## config.mk

```make
export PLATFORM = sky130hd
export DESIGN_NAME = addrTranslate
export DESIGN_NICKNAME = d
export VERILOG_FILES = /design/src/hdl/mmuPkg.sv /design/src/hdl/addrTranslate.sv
export SDC_FILE = /design/constraint.sdc
export NUM_CORES = 1
export LEC_CHECK = 0
export BUFFER_PORTS_ARGS = -buffer_cell sky130_fd_sc_hd__buf_2
export CAP_MARGIN = 20
export CORE_ASPECT_RATIO = 1.25
export CORE_MARGIN = 1
export CORE_UTILIZATION = 40
export DETAILED_ROUTE_END_ITERATION = 8
export PLACE_DENSITY = 0.92
export SYNTH_ARGS = -nofsm -noshare
export SYNTH_HDL_FRONTEND = slang
export SYNTH_SLANG_ARGS = --single-unit
```

## constraint.sdc

```tcl
create_clock -name clk -period 2.1 [get_ports clk]
set_clock_uncertainty 0.15 [all_clocks]
set_input_delay 0.21 -clock clk [delete_from_list [all_inputs] [get_ports clk]]
set_output_delay 0.21 -clock clk [all_outputs]
set_load 0.02 [all_outputs]
```

## src/hdl/mmuPkg.sv

```systemverilog
package mmuPkg;

    localparam int PALEN = 32;
    localparam int VALEN = 32;
    localparam int PAGE_OFS = 12;

    localparam logic [8:0] ADEF = 9'h000; // fetch address error
    localparam logic [8:0] ADEM = 9'h001; // load/store address error

    typedef enum logic [1:0] {
        FETCH = 2'd0,
        LOAD  = 2'd1,
        STORE = 2'd2
    } memOpE;

    typedef enum logic [4:0] {
        TLBSRCH = 5'd1,
        TLBRD   = 5'd2,
        TLBWR   = 5'd3,
        TLBFILL = 5'd4,
        INVTLB  = 5'd5
    } tlbOpE;

    typedef enum logic [3:0] {
        PRIV_MMU = 4'd10,
        MMU      = 4'd11
    } instrClassE;

    typedef enum logic [5:0] {
        NONE = 6'h00,
        PIL  = 6'h01,
        PIS  = 6'h02,
        PIF  = 6'h03,
        PME  = 6'h04,
        PPI  = 6'h07,
        ADE  = 6'h08,
        TLBR = 6'h3f
    } excpCodeE;

    typedef struct packed {
        logic       valid;
        logic [8:0] subcode;
        excpCodeE   code;
    } excpT;

    typedef struct packed {
        logic [1:0] datm;
        logic [1:0] datf;
        logic       pg;
        logic       da;
        logic       ie;
        logic [1:0] plv;
    } crmdT;

    typedef struct packed {
        logic [2:0]  vseg;
        logic        rsv0;
        logic [2:0]  pseg;
        logic [18:0] rsv1;
        logic [1:0]  mat;
        logic        plv3;
        logic [1:0]  rsv2;
        logic        plv0;
    } dmwT;

    typedef struct packed {
        logic [PALEN-PAGE_OFS-1:0] ppn;
        logic [1:0]                plv;
        logic [1:0]                mat;
        logic                      d;
        logic                      v;
    } tlbPageT;

    typedef struct packed {
        logic                      e;
        logic [VALEN-PAGE_OFS-2:0] vppn; // vaddr[31:13]
        logic [5:0]                ps;
        logic                      g;
        logic [9:0]                asid;
        tlbPageT                   even;
        tlbPageT                   odd;
    } tlbEntryT;

    typedef struct packed {
        logic [31:0] tlbidx;
        logic [31:0] tlbehi;
        logic [31:0] tlbelo0;
        logic [31:0] tlbelo1;
        logic [9:0]  asid;
    } csrSetT;

    typedef struct packed {
        instrClassE cls;
        tlbOpE      sub;
        logic [4:0] invOp;
        logic [9:0] rjAsid;
    } tlbCmdT;

    typedef struct packed {
        logic [VALEN-1:0] vaddr;
        memOpE            op;
        logic             valid;
    } transReqT;

    typedef struct packed {
        logic [PALEN-1:0] paddr;
        excpT             excp;
        logic [1:0]       memtype;
    } transRespT;

endpackage

```

## src/hdl/addrTranslate.sv

```systemverilog
`timescale 1ns/1ps

module addrTranslate #(
    parameter int idxW = 4
) (
    input  logic                clk,
    input  logic                rst,
    input  mmuPkg::transReqT    req,
    input  mmuPkg::crmdT        crmd,
    input  mmuPkg::dmwT         dmw0,
    input  mmuPkg::dmwT         dmw1,
    input  logic                stallT,
    input  logic                flushT,
    input  logic                hit,
    input  mmuPkg::tlbPageT     page,
    input  logic [5:0]          ps,
    output mmuPkg::transRespT   resp
);

    import mmuPkg::*;

    logic             dmw0Hit;
    logic             dmw1Hit;
    logic [PALEN-1:0] pageMask;
    logic [PALEN-1:0] pagedAddr;
    transRespT        respNext;

    function automatic excpT mkExcp(input logic v, input logic [8:0] sub, input excpCodeE c);
        excpT e;
        e.valid = v;
        e.subcode = sub;
        e.code = c;
        return e;
    endfunction

    function automatic logic dmwHit(input dmwT w, input logic [1:0] plv, input logic [2:0] seg);
        return ((w.plv0 && plv == 2'd0) || (w.plv3 && plv == 2'd3)) && w.vseg == seg;
    endfunction

    assign dmw0Hit = dmwHit(dmw0, crmd.plv, req.vaddr[31:29]);
    assign dmw1Hit = dmwHit(dmw1, crmd.plv, req.vaddr[31:29]);
    assign pageMask = {PALEN{1'b1}} << ps; // bits taken from ppn
    assign pagedAddr = ({page.ppn, {PAGE_OFS{1'b0}}} & pageMask) | (req.vaddr & ~pageMask);

    always_comb
    begin
        respNext.paddr = pagedAddr;
        respNext.memtype = page.mat;
        respNext.excp = '0;
        if (crmd.da && !crmd.pg)
        begin
            respNext.paddr = req.vaddr;
            respNext.memtype = (req.op == FETCH) ? crmd.datf : crmd.datm;
        end
        else if (dmw0Hit)
        begin
            respNext.paddr = {dmw0.pseg, req.vaddr[28:0]};
            respNext.memtype = dmw0.mat;
        end
        else if (dmw1Hit)
        begin
            respNext.paddr = {dmw1.pseg, req.vaddr[28:0]};
            respNext.memtype = dmw1.mat;
        end
        else if (crmd.plv != 2'd0 && req.vaddr[31])
            respNext.excp = mkExcp(req.valid, (req.op == FETCH) ? ADEF : ADEM, ADE);
        else if (!hit)
            respNext.excp = mkExcp(req.valid, 9'h0, TLBR);
        else if (!page.v)
        begin
            case (req.op)
                FETCH:   respNext.excp = mkExcp(req.valid, 9'h0, PIF);
                LOAD:    respNext.excp = mkExcp(req.valid, 9'h0, PIL);
                default: respNext.excp = mkExcp(req.valid, 9'h0, PIS);
            endcase
        end
        else if (crmd.plv > page.plv)
            respNext.excp = mkExcp(req.valid, 9'h0, PPI);
        else if (req.op == STORE && !page.d)
            respNext.excp = mkExcp(req.valid, 9'h0, PME); // clean page store
    end

    // flush has priority over stall
    always_ff @(posedge clk)
    begin
        if (rst || flushT)
            resp <= '0;
        else if (!stallT)
            resp <= respNext;
    end

endmodule

```

Word-level counts from Yosys, hierarchy flattened
Cells that the tools add are included.
W data, S select, Z words.

operators by class
  magnitude comparators = 1
  equal/unequal tests = 5
  shift operators = 1
  multiplexer cells = 17
  bitwise operators = 4
  reduce and logical (&&, ||, !) cells = 17

operator list
  operator                 number
  $mux W16                 8
  $mux W32                 3
  $and A32 B32 Y32         2
  $not A32 Y32             1
  $or A32 B32 Y32          1
  $shl A32 B6 Y32 const A  1
  $logic_and A1 B1 Y1      9
  $mux W2                  4
  $eq A3 B3 Y1             2
  $eq A2 B2 Y1 const B     2
  $logic_not A2 Y1         2
  $pmux W2 S2              1
  $logic_or A1 B1 Y1       3
  $eq A2 B1 Y1 const B     1
  $gt A2 B2 Y1             1
  $logic_not A1 Y1         2
  $reduce_bool A2 Y1       1
  $mux W1                  1

word-level totals
  register bits = 50
  word-level logic and storage cells = 50

Depth between registers and ports, before layout
Gate-level depths: netlist (run 1).

  depth in word-level cells = 10
  mapped depth = 7
  mapped depth without buffers = 7

Worst setup path after synthesis (run 1)
OpenSTA, ideal clock, no wires.

  path type = input-to-reg
  start = input port dmw0[3] (netlist name)
  end = register resp[34] (netlist name)
  setup time = 74 ps
  arrival = 1604 ps
  required time = 1876 ps
  slack = 272 ps
  stages = 7
  cell sequence = and3_2 -> o2111a_1 -> buf_6 -> nor4_4 -> buf_6 -> nand3b_1 -> a31oi_1

between the ends
  longest elaborated chain between the ends = 5

RTL lines
  element               line                 text
  start, declared       addrTranslate.sv:10  input mmuPkg::dmwT dmw0,
  $logic_and A1 B1 Y1   addrTranslate.sv:37  return ((w.plv0 && plv == 2'd0) || (w.plv3 && plv == 2'd3)) && w.vseg == seg;
  $logic_or A1 B1 Y1    addrTranslate.sv:37
  $logic_and A1 B1 Y1   addrTranslate.sv:37
  $mux W32              addrTranslate.sv:55  else if (dmw0Hit)
  $mux W32              addrTranslate.sv:50  if (crmd.da && !crmd.pg)
  end signal, assigned  addrTranslate.sv:89  resp <= respNext;
  end, declared         addrTranslate.sv:17  output mmuPkg::transRespT resp

Every way passes these cells.
A chain may end at the register's enable or synchronous reset.

Final worst setup path (run 1)
  start = input port crmd[1] (netlist name)
  end = register resp[42] (netlist name)

between the ends
  longest elaborated chain between the ends = 7

RTL lines
  element                                                  line                 text
  start, declared                                          addrTranslate.sv:9   input mmuPkg::crmdT crmd,
  $eq A2 B2 Y1 / $logic_not A2 Y1 (equally long branches)  addrTranslate.sv:37
  $logic_and A1 B1 Y1                                      addrTranslate.sv:37
  $logic_or A1 B1 Y1                                       addrTranslate.sv:37
  $logic_and A1 B1 Y1                                      addrTranslate.sv:37
  $mux W32                                                 addrTranslate.sv:60  else if (dmw1Hit)
  $mux W32 *                                               addrTranslate.sv:55
  $mux W32 *                                               addrTranslate.sv:50

Mark *: on every way between the ends. The rest lies on a longest branch, timed or not.

==> impl_metrics.prom, run 1 <==
# TYPE chip_impl_metric gauge
chip_impl_info{name="layout_top_registers",value="resp x41"} 1
chip_impl_metric{name="net-switching-power",unit="µW"} 573
chip_impl_metric{name="layout.cell_area.non_filler",unit="mm²"} 0.00345
chip_impl_metric{name="globalplace.congestion",unit=""} 0.796
chip_impl_metric{name="fill_cells",unit=""} 598
chip_impl_metric{name="netSwitchingFraction",unit=""} 0.307
chip_impl_metric{name="combPwrFrac",unit=""} 0.272
chip_impl_info{name="max_flop_register",value="resp"} 1
chip_impl_metric{name="share_clk_of_total_power",unit=""} 0.286
chip_impl_metric{name="num_cts_buffers",unit=""} 5
chip_impl_metric{name="placed_cell_area",unit="mm²"} 0.00333
chip_impl_metric{name="synth_top_cell_area_share",unit=""} 0.323
chip_impl_metric{name="max_ffs_per_register",unit=""} 41
chip_impl_metric{name="diodes",unit=""} 0
chip_impl_info{name="cp-start-kind",value="input pin"} 1
chip_impl_info{name="post_synth_most_frequent_cells",value="46 x o21ai_0, 41 x dfxtp_1, 26 x a21oi_1, 21 x nand2_1, 19 x a31oi_1"} 1
chip_impl_metric{name="ioPinCount",unit=""} 195
chip_impl_metric{name="total_leakage_power",unit="µW"} 0.00161
chip_impl_info{name="rsz0062_at_grt",value="no"} 1
chip_impl_metric{name="timing_hold_violations_final",unit=""} 0
chip_impl_info{name="yosys.area.top_type",value="dfxtp_1"} 1
chip_impl_metric{name="worstPathMaxFanout",unit=""} 9
chip_impl_metric{name="clock_tree.buffer_depth",unit=""} 2
chip_impl_metric{name="final_critical_path_setup_slack",unit="ns"} 0.326
chip_impl_metric{name="detailedPlacementHpwl",unit="mm"} 6.55
chip_impl_metric{name="hold_depth",unit=""} 3
chip_impl_info{name="hold_path.class",value="in -> reg"} 1
chip_impl_metric{name="normalized_max_slew_margin",unit=""} 0.603
chip_impl_metric{name="maximum_number_of_pins_on_one_net_before_global_route_repair",unit=""} 40
chip_impl_metric{name="crit_path_max_incr_delay",unit="ns"} 0.39
chip_impl_metric{name="clock_input_transition_at_the_sequential_cells_of_the_worst_setup_and_hold_paths",unit="ns"} 0.08
chip_impl_metric{name="dp.cells",unit=""} 540
chip_impl_info{name="status",value="completed"} 1
chip_impl_metric{name="die-height",unit="µm"} 91.1
chip_impl_metric{name="finalSetupViolations",unit=""} 0
chip_impl_metric{name="chipWidth",unit="µm"} 73.2
chip_impl_info{name="post_synth_main_area_contributors",value="dfxtp_1 32%, o21ai_0 9.1%, a21oi_1 5.1%, a31oi_1 4.7%, nand2_1 3.1%"} 1
chip_impl_metric{name="max_freq",unit="MHz"} 564
chip_impl_metric{name="grt_pass1_wl",unit="mm"} 13.1
chip_impl_metric{name="detail_route.first_pass.iterations",unit=""} 4
chip_impl_metric{name="required",unit="ns"} 2.17
chip_impl_metric{name="floorplan.core_area",unit="mm²"} 0.00617
chip_impl_metric{name="clock_insertion_delay_worst_skew",unit="ns"} 0.28
chip_impl_metric{name="syn-instance-count",unit=""} 325
chip_impl_metric{name="ys_seq_elements",unit=""} 41
chip_impl_metric{name="yosysUniqueCellTypes",unit=""} 51
chip_impl_metric{name="initial_utilization",unit=""} 0.412
chip_impl_info{name="post-synth-top-count-cell",value="o21ai_0"} 1
chip_impl_metric{name="vdd_drop_max",unit="mV"} 0.324
chip_impl_metric{name="worst_pin_slew",unit="ns"} 0.594
chip_impl_metric{name="final_max_slew_viol_count",unit=""} 0
chip_impl_metric{name="synthesis.yosys.warnings",unit=""} 0
chip_impl_metric{name="drt_first_iter_violations",unit=""} 104
chip_impl_metric{name="grt_pass1_vias",unit=""} 2906
chip_impl_metric{name="fin_setup_tns",unit="ns"} 0
chip_impl_metric{name="post_synth.cell_area_avg",unit="µm²"} 7.81
chip_impl_metric{name="detail_route.wl_per_cell",unit="µm"} 15.4
chip_impl_metric{name="power_per_cell_area",unit="mW/mm²"} 541
chip_impl_metric{name="route.detailed.drc",unit=""} 0
chip_impl_info{name="worstSetupEndpointType",value="flop"} 1
chip_impl_metric{name="drt-vias-per-instance",unit=""} 5.39
chip_impl_metric{name="port_buffers",unit=""} 141
chip_impl_metric{name="finalCritPeriodShare",unit=""} 0.845
chip_impl_metric{name="post-cts-setup-buffers",unit=""} 0
chip_impl_metric{name="rows",unit=""} 32
chip_impl_metric{name="synth-edff-count",unit=""} 0
chip_impl_metric{name="die-area",unit="mm²"} 0.00667
chip_impl_metric{name="layout.nets",unit=""} 612
chip_impl_metric{name="data_arrival_time_at_the_worst_slack_endpoint",unit="ns"} 1.84
chip_impl_metric{name="mappedNetlistArea",unit="mm²"} 0.00254
chip_impl_metric{name="area.growth.synth_to_final",unit="%"} 35.9
chip_impl_info{name="timing_worst_setup_path_type",value="in -> reg"} 1
chip_impl_info{name="synth_ff_type",value="dfxtp_1"} 1
chip_impl_metric{name="antenna_found_initial",unit=""} 0
chip_impl_metric{name="synth-async-reset-ratio",unit=""} 0
chip_impl_metric{name="power.internal",unit="µW"} 1290
chip_impl_metric{name="gr-usage-all-layers",unit=""} 0.252
chip_impl_metric{name="cap_violations",unit=""} 0
chip_impl_metric{name="ant_nets",unit=""} 0
chip_impl_metric{name="finalCriticalPeriod",unit="ns"} 1.77
chip_impl_metric{name="rr_worst_depth",unit=""} 4
chip_impl_metric{name="clock_sinks",unit=""} 41
chip_impl_metric{name="total_power",unit="µW"} 1860
chip_impl_info{name="cts_root_buf",value="clkbuf_8"} 1
chip_impl_metric{name="yosysSeqAreaShare",unit=""} 0.323
chip_impl_metric{name="pre_cts_ws",unit="ns"} -0.130
chip_impl_info{name="cell_at_the_slowest_stage_of_the_critical_path",value="o31a_1"} 1
chip_impl_info{name="cp_cell_sequence",value="buf_2, and3_2, o2111ai_2, buf_4, nand4_1, o31a_1, a21oi_1"} 1
chip_impl_metric{name="total_number_of_vias",unit=""} 2968
chip_impl_metric{name="pwr-share-seq",unit=""} 0.442
chip_impl_metric{name="h-tree-depth",unit=""} 2
chip_impl_metric{name="grt_overflow_total",unit=""} 0
chip_impl_info{name="tritoncts",value="yes"} 1
chip_impl_metric{name="post_route_cells_drive_above_1_share",unit=""} 0.393
chip_impl_metric{name="route.final.wire_length",unit="mm"} 8.47
chip_impl_metric{name="fin_cells",unit=""} 551
layout make-up:
type | instances | area [µm²] | share of cell area
Clock buffer | 6 | 82.6 | 0.0239
Clock inverter | 2 | 13.8 | 0.00399
Inverter | 5 | 18.8 | 0.00544
Multi-Input combinational cell | 253 | 1550 | 0.450
Sequential cell | 41 | 821 | 0.238
Tap cell | 85 | 106 | 0.0308
Timing Repair Buffer | 159 | 856 | 0.248
through the flow:
| step | hold slack [ns] | util |
|---|---|---|
| after detailed placement | 0.295 | 0.540 |
| after CTS | 0.0254 | 0.558 |
| final | 0.0401 | 0.559 |
| after global placement | 0.291 | 0.540 |
| after floorplan | 0.194 | - |
| after global routing | 0.0280 | 0.559 |
placed cells by master (no fill, tap or decap), types with 7 or more instances in the layout:
master / netlist / layout
nand3_1: 13 / 13
conb_1: 1 / 8
nor3_1: 7 / 7
buf_2: 2 / 141
o211ai_1: 7 / 7
buf_4: 9 / 14
dfxtp_1: 41 / 41
nand2_1: 21 / 21
a31oi_1: 19 / 19
nor2_1: 15 / 14
o21ai_0: 46 / 46
a21oi_1: 26 / 26
a21bo_2: 7 / 7
critical path: cells and delay by family:
kind | cells | cell delay (ns)
AOI/OAI and AO/OA | 3 | 0.75
and+or+nand+nor | 2 | 0.54
buffers and inverters | 2 | 0.33
cells by family after synthesis:
family,share of synthesized area
buffers and inverters,0.0769
and+or+nand+nor,0.207
AOI/OAI and AO/OA,0.332
muxes,0.0286
DFF,0.323
xor gates and xnor gates,0.0207
adders and majority gates,0.00986
other,0.00148
layer usage:
metal / track usage / vias to the layer above / wire length, µm
met5: 0 / - / 0
met4: 0.0882 / 0 / 135
met3: 0.0444 / 12 / 570
met2: 0.456 / 128 / 4370
met1: 0.287 / 1363 / 3400
li1: - / 1465 / -
power by group through the flow:
stage | clock [µW] | sequential, µW | combinational [µW]
floorplan | 0 | 881 | 260
global placement | 0 | 841 | 487
detailed placement | 0 | 842 | 498
CTS | 562 | 824 | 505
global route | 598 | 827 | 554
finish | 534 | 824 | 506
worst paths after layout:
path,slack (ns),to,start
hold reg to reg,0.32,resp[17],resp[17]
hold / removal,0.04,resp[26],req[11]
setup reg to reg,0.97,resp[32],resp[32]
setup / recovery,0.33,resp[42],crmd[1]
repair_timing:
item,CTS,global route
hold buffers,2,0
endpoints found under the hold margin,2,0
resized for setup,0,0
(Power assumes the default switching activity.)
==> run 2, diff against run 1 <==
ABC_AREA = 1   (was default)
CORE_UTILIZATION = 42   (was 40)
PLACE_DENSITY = 0.93   (was 0.92)
clock period = 1.79 ns   (was 2.1 ns; I/O delays follow)
==> impl_metrics.prom, run 2 <==
# TYPE chip_impl_metric gauge
chip_impl_metric{name="drt_first_iter_violations",unit=""} 204
chip_impl_metric{name="data_arrival_time_at_the_worst_slack_endpoint",unit="ns"} 1.49
chip_impl_metric{name="final_max_slew_viol_count",unit=""} 0
chip_impl_info{name="timing_worst_setup_path_type",value="in -> reg"} 1
chip_impl_metric{name="chipWidth",unit="µm"} 74.3
chip_impl_metric{name="route.final.wire_length",unit="mm"} 8.75
chip_impl_metric{name="vdd_drop_max",unit="mV"} 0.485
chip_impl_metric{name="total_leakage_power",unit="µW"} 0.00210
chip_impl_metric{name="syn-instance-count",unit=""} 434
chip_impl_metric{name="max_freq",unit="MHz"} 696
chip_impl_info{name="crit_path_frequent_cell",value="nand2_1"} 1
chip_impl_info{name="synth_ff_type",value="dfxtp_1"} 1
chip_impl_metric{name="power.internal",unit="µW"} 1780
chip_impl_info{name="post_synth_most_frequent_cells",value="99 x nand2_1, 59 x nor2_1, 49 x inv_1, 47 x nand3_1, 41 x dfxtp_1"} 1
chip_impl_metric{name="detail_route.first_pass.iterations",unit=""} 5
chip_impl_metric{name="detail_route.wl_per_cell",unit="µm"} 13.0
chip_impl_metric{name="fill_cells",unit=""} 626
chip_impl_metric{name="initial_utilization",unit=""} 0.440
chip_impl_metric{name="yosysSeqAreaShare",unit=""} 0.299
chip_impl_metric{name="rows",unit=""} 32
chip_impl_metric{name="required",unit="ns"} 1.84
chip_impl_metric{name="net-switching-power",unit="µW"} 768
chip_impl_metric{name="finalCritPeriodShare",unit=""} 0.803
chip_impl_metric{name="placed_cell_area",unit="mm²"} 0.00354
chip_impl_info{name="cp_cell_sequence",value="buf_2, inv_1, nand2_1, nand2_1, nor2_4, nand3_4, inv_6, nor2_8, buf_12, nand3_1, nand2_1, nand3_1, nand2_1, inv_1"} 1
chip_impl_metric{name="finalSetupViolations",unit=""} 0
chip_impl_metric{name="post_synth.cell_area_avg",unit="µm²"} 6.33
chip_impl_metric{name="ff2ff_setup_slack",unit="ns"} 0.93
chip_impl_info{name="post-synth-top-count-cell",value="nand2_1"} 1
chip_impl_metric{name="combPwrFrac",unit=""} 0.269
chip_impl_info{name="cp-start-kind",value="input pin"} 1
chip_impl_info{name="layout_common_cells",value="141 x buf_2, 99 x nand2_1, 59 x nor2_1"} 1
chip_impl_metric{name="clock_insertion_delay_worst_skew",unit="ns"} 0.29
chip_impl_metric{name="maximum_number_of_pins_on_one_net_before_global_route_repair",unit=""} 35
chip_impl_metric{name="drt-vias-per-instance",unit=""} 5.01
chip_impl_metric{name="synth-edff-count",unit=""} 0
chip_impl_metric{name="grt_overflow_total",unit=""} 0
chip_impl_metric{name="grt_pass1_wl",unit="mm"} 14.0
chip_impl_info{name="layout_top_registers",value="resp x41"} 1
chip_impl_metric{name="synth_top_cell_area_share",unit=""} 0.299
chip_impl_metric{name="total_power",unit="µW"} 2550
chip_impl_metric{name="final_critical_path_setup_slack",unit="ns"} 0.353
chip_impl_metric{name="gr-usage-all-layers",unit=""} 0.260
chip_impl_info{name="post_synth_main_area_contributors",value="dfxtp_1 30%, nand2_1 14%, nand3_1 8.6%, nor2_1 8.1%, inv_1 6.7%"} 1
chip_impl_info{name="hold_path.class",value="in -> reg"} 1
chip_impl_metric{name="layout.cell_area.non_filler",unit="mm²"} 0.00380
chip_impl_metric{name="die-height",unit="µm"} 92.4
chip_impl_metric{name="route.detailed.drc",unit=""} 0
chip_impl_metric{name="ys_seq_elements",unit=""} 41
chip_impl_metric{name="mappedNetlistArea",unit="mm²"} 0.00275
chip_impl_metric{name="synthesis.yosys.warnings",unit=""} 0
chip_impl_info{name="tritoncts",value="yes"} 1
chip_impl_metric{name="grt_pass1_vias",unit=""} 3197
chip_impl_metric{name="ant_nets",unit=""} 0
chip_impl_metric{name="antenna_found_initial",unit=""} 0
chip_impl_metric{name="worstPathMaxFanout",unit=""} 22
chip_impl_info{name="rsz0062_at_grt",value="no"} 1
chip_impl_metric{name="h-tree-depth",unit=""} 2
chip_impl_metric{name="ioPinCount",unit=""} 195
chip_impl_metric{name="num_cts_buffers",unit=""} 5
chip_impl_metric{name="crit_path_max_incr_delay",unit="ns"} 0.26
chip_impl_metric{name="port_buffers",unit=""} 141
chip_impl_metric{name="pre_cts_ws",unit="ns"} 0.0478
chip_impl_metric{name="globalplace.congestion",unit=""} 0.869
chip_impl_metric{name="power_per_cell_area",unit="mW/mm²"} 671
chip_impl_info{name="status",value="completed"} 1
chip_impl_metric{name="diodes",unit=""} 0
chip_impl_metric{name="final.hold.worst_slack",unit="ns"} 0.0148
chip_impl_info{name="max_flop_register",value="resp"} 1
chip_impl_metric{name="floorplan.core_area",unit="mm²"} 0.00625
chip_impl_metric{name="clock_sinks",unit=""} 41
chip_impl_metric{name="normalized_max_slew_margin",unit=""} 0.447
chip_impl_info{name="cell_at_the_slowest_stage_of_the_critical_path",value="nor2_8"} 1
chip_impl_metric{name="post_route_cells_drive_above_1_share",unit=""} 0.329
chip_impl_metric{name="netSwitchingFraction",unit=""} 0.301
chip_impl_metric{name="cap_violations",unit=""} 0
chip_impl_metric{name="die-area",unit="mm²"} 0.00687
chip_impl_metric{name="max_ffs_per_register",unit=""} 41
chip_impl_info{name="worstSetupEndpointType",value="flop"} 1
chip_impl_info{name="cp_top_family",value="simple AND/OR/NAND/NOR gates"} 1
chip_impl_metric{name="timing_hold_violations_final",unit=""} 0
chip_impl_metric{name="critical_path_buf_inv_count",unit=""} 5
chip_impl_metric{name="fin_setup_tns",unit="ns"} 0
chip_impl_metric{name="yosysUniqueCellTypes",unit=""} 34
chip_impl_metric{name="synth-async-reset-ratio",unit=""} 0
chip_impl_metric{name="pwr-share-seq",unit=""} 0.380
chip_impl_metric{name="detailedPlacementHpwl",unit="mm"} 6.60
chip_impl_metric{name="total_number_of_vias",unit=""} 3369
chip_impl_metric{name="post-cts-setup-buffers",unit=""} 0
chip_impl_metric{name="finalCriticalPeriod",unit="ns"} 1.44
chip_impl_info{name="mostFrequentLayoutCell",value="buf_2"} 1
chip_impl_info{name="yosys.area.top_type",value="dfxtp_1"} 1
chip_impl_metric{name="layout.nets",unit=""} 733
chip_impl_metric{name="share_clk_of_total_power",unit=""} 0.350
chip_impl_metric{name="worst_pin_slew",unit="ns"} 0.828
chip_impl_metric{name="clock_tree.buffer_depth",unit=""} 2
chip_impl_metric{name="clock_input_transition_at_the_sequential_cells_of_the_worst_setup_and_hold_paths",unit="ns"} 0.08
chip_impl_metric{name="area.growth.synth_to_final",unit="%"} 38.3
chip_impl_info{name="cts_root_buf",value="clkbuf_8"} 1
## run 2: final cells by class
cell class / instances / area, µm² / share of cell area
Inverter: 53 / 204 / 0.0537
Clock buffer: 5 / 68.8 / 0.0181
Timing Repair Buffer: 166 / 961 / 0.253
Clock inverter: 3 / 65.1 / 0.0171
Tap cell: 85 / 106 / 0.0280
Sequential cell: 41 / 821 / 0.216
Multi-Input combinational cell: 319 / 1570 / 0.414
## run 2: power by group through the flow
stage,logic [µW],registers (µW),clock network [µW]
2_1_floorplan,371,1040,0
3_3_place_gp,640,987,0
3_5_place_dp,659,990,0
4_1_cts,681,969,904
5_1_grt,764,973,948
6_report,687,969,893
## run 2: metrics by stage
| stage | cells | utilization |
|---|---|---|
| global route | 672 | 0.608 |
| floorplan | 441 | - |
| global placement | 652 | 0.567 |
| CTS | 672 | 0.608 |
| finish | 672 | 0.608 |
| detailed placement | 652 | 0.567 |
## run 2: worst paths after layout
| kind | startpoint | endpoint | cells past startpoint |
|---|---|---|---|
| min | req[31] | resp[46] | 5 |
| min reg2reg | resp[17] | resp[17] | 2 |
| max | req[34] | resp[40] | 14 |
| max reg2reg | resp[33] | resp[33] | 4 |
## run 2: worst min-delay path: cells and delay by family
kind          cells  cell delay, ns
buf+inv           2            0.11
simple gates      3            0.14
## run 2: routing by layer
metal  part of all wire  global-route usage  up-vias
li1                   -                   -     1691
met1               0.41               0.301     1469
met2               0.48               0.447      173
met3              0.072              0.0501       36
met4              0.039               0.126        0
met5                  0                   0        -
## run 2: timing repair
| item | CTS | global route |
|---|---|---|
| hold endpoints to repair | 12 | 0 |
| hold buffers | 12 | 0 |
| endpoints found under the setup margin | 0 | 0 |
| resized for setup | 0 | 0 |
## run 2: cells by family (layout without fill, tap and decap cells)
logic type	count (synthesis)	count (layout)	share of synthesized area
buffers and inverters	81	227	0.138
other	1	8	0.00137
XOR/XNOR	2	2	0.00638
AO/OA/AOI/OAI	81	81	0.179
adder cells (fa/ha/maj)	2	2	0.00911
flip-flops	41	41	0.299
AND/OR/NAND/NOR	226	226	0.367
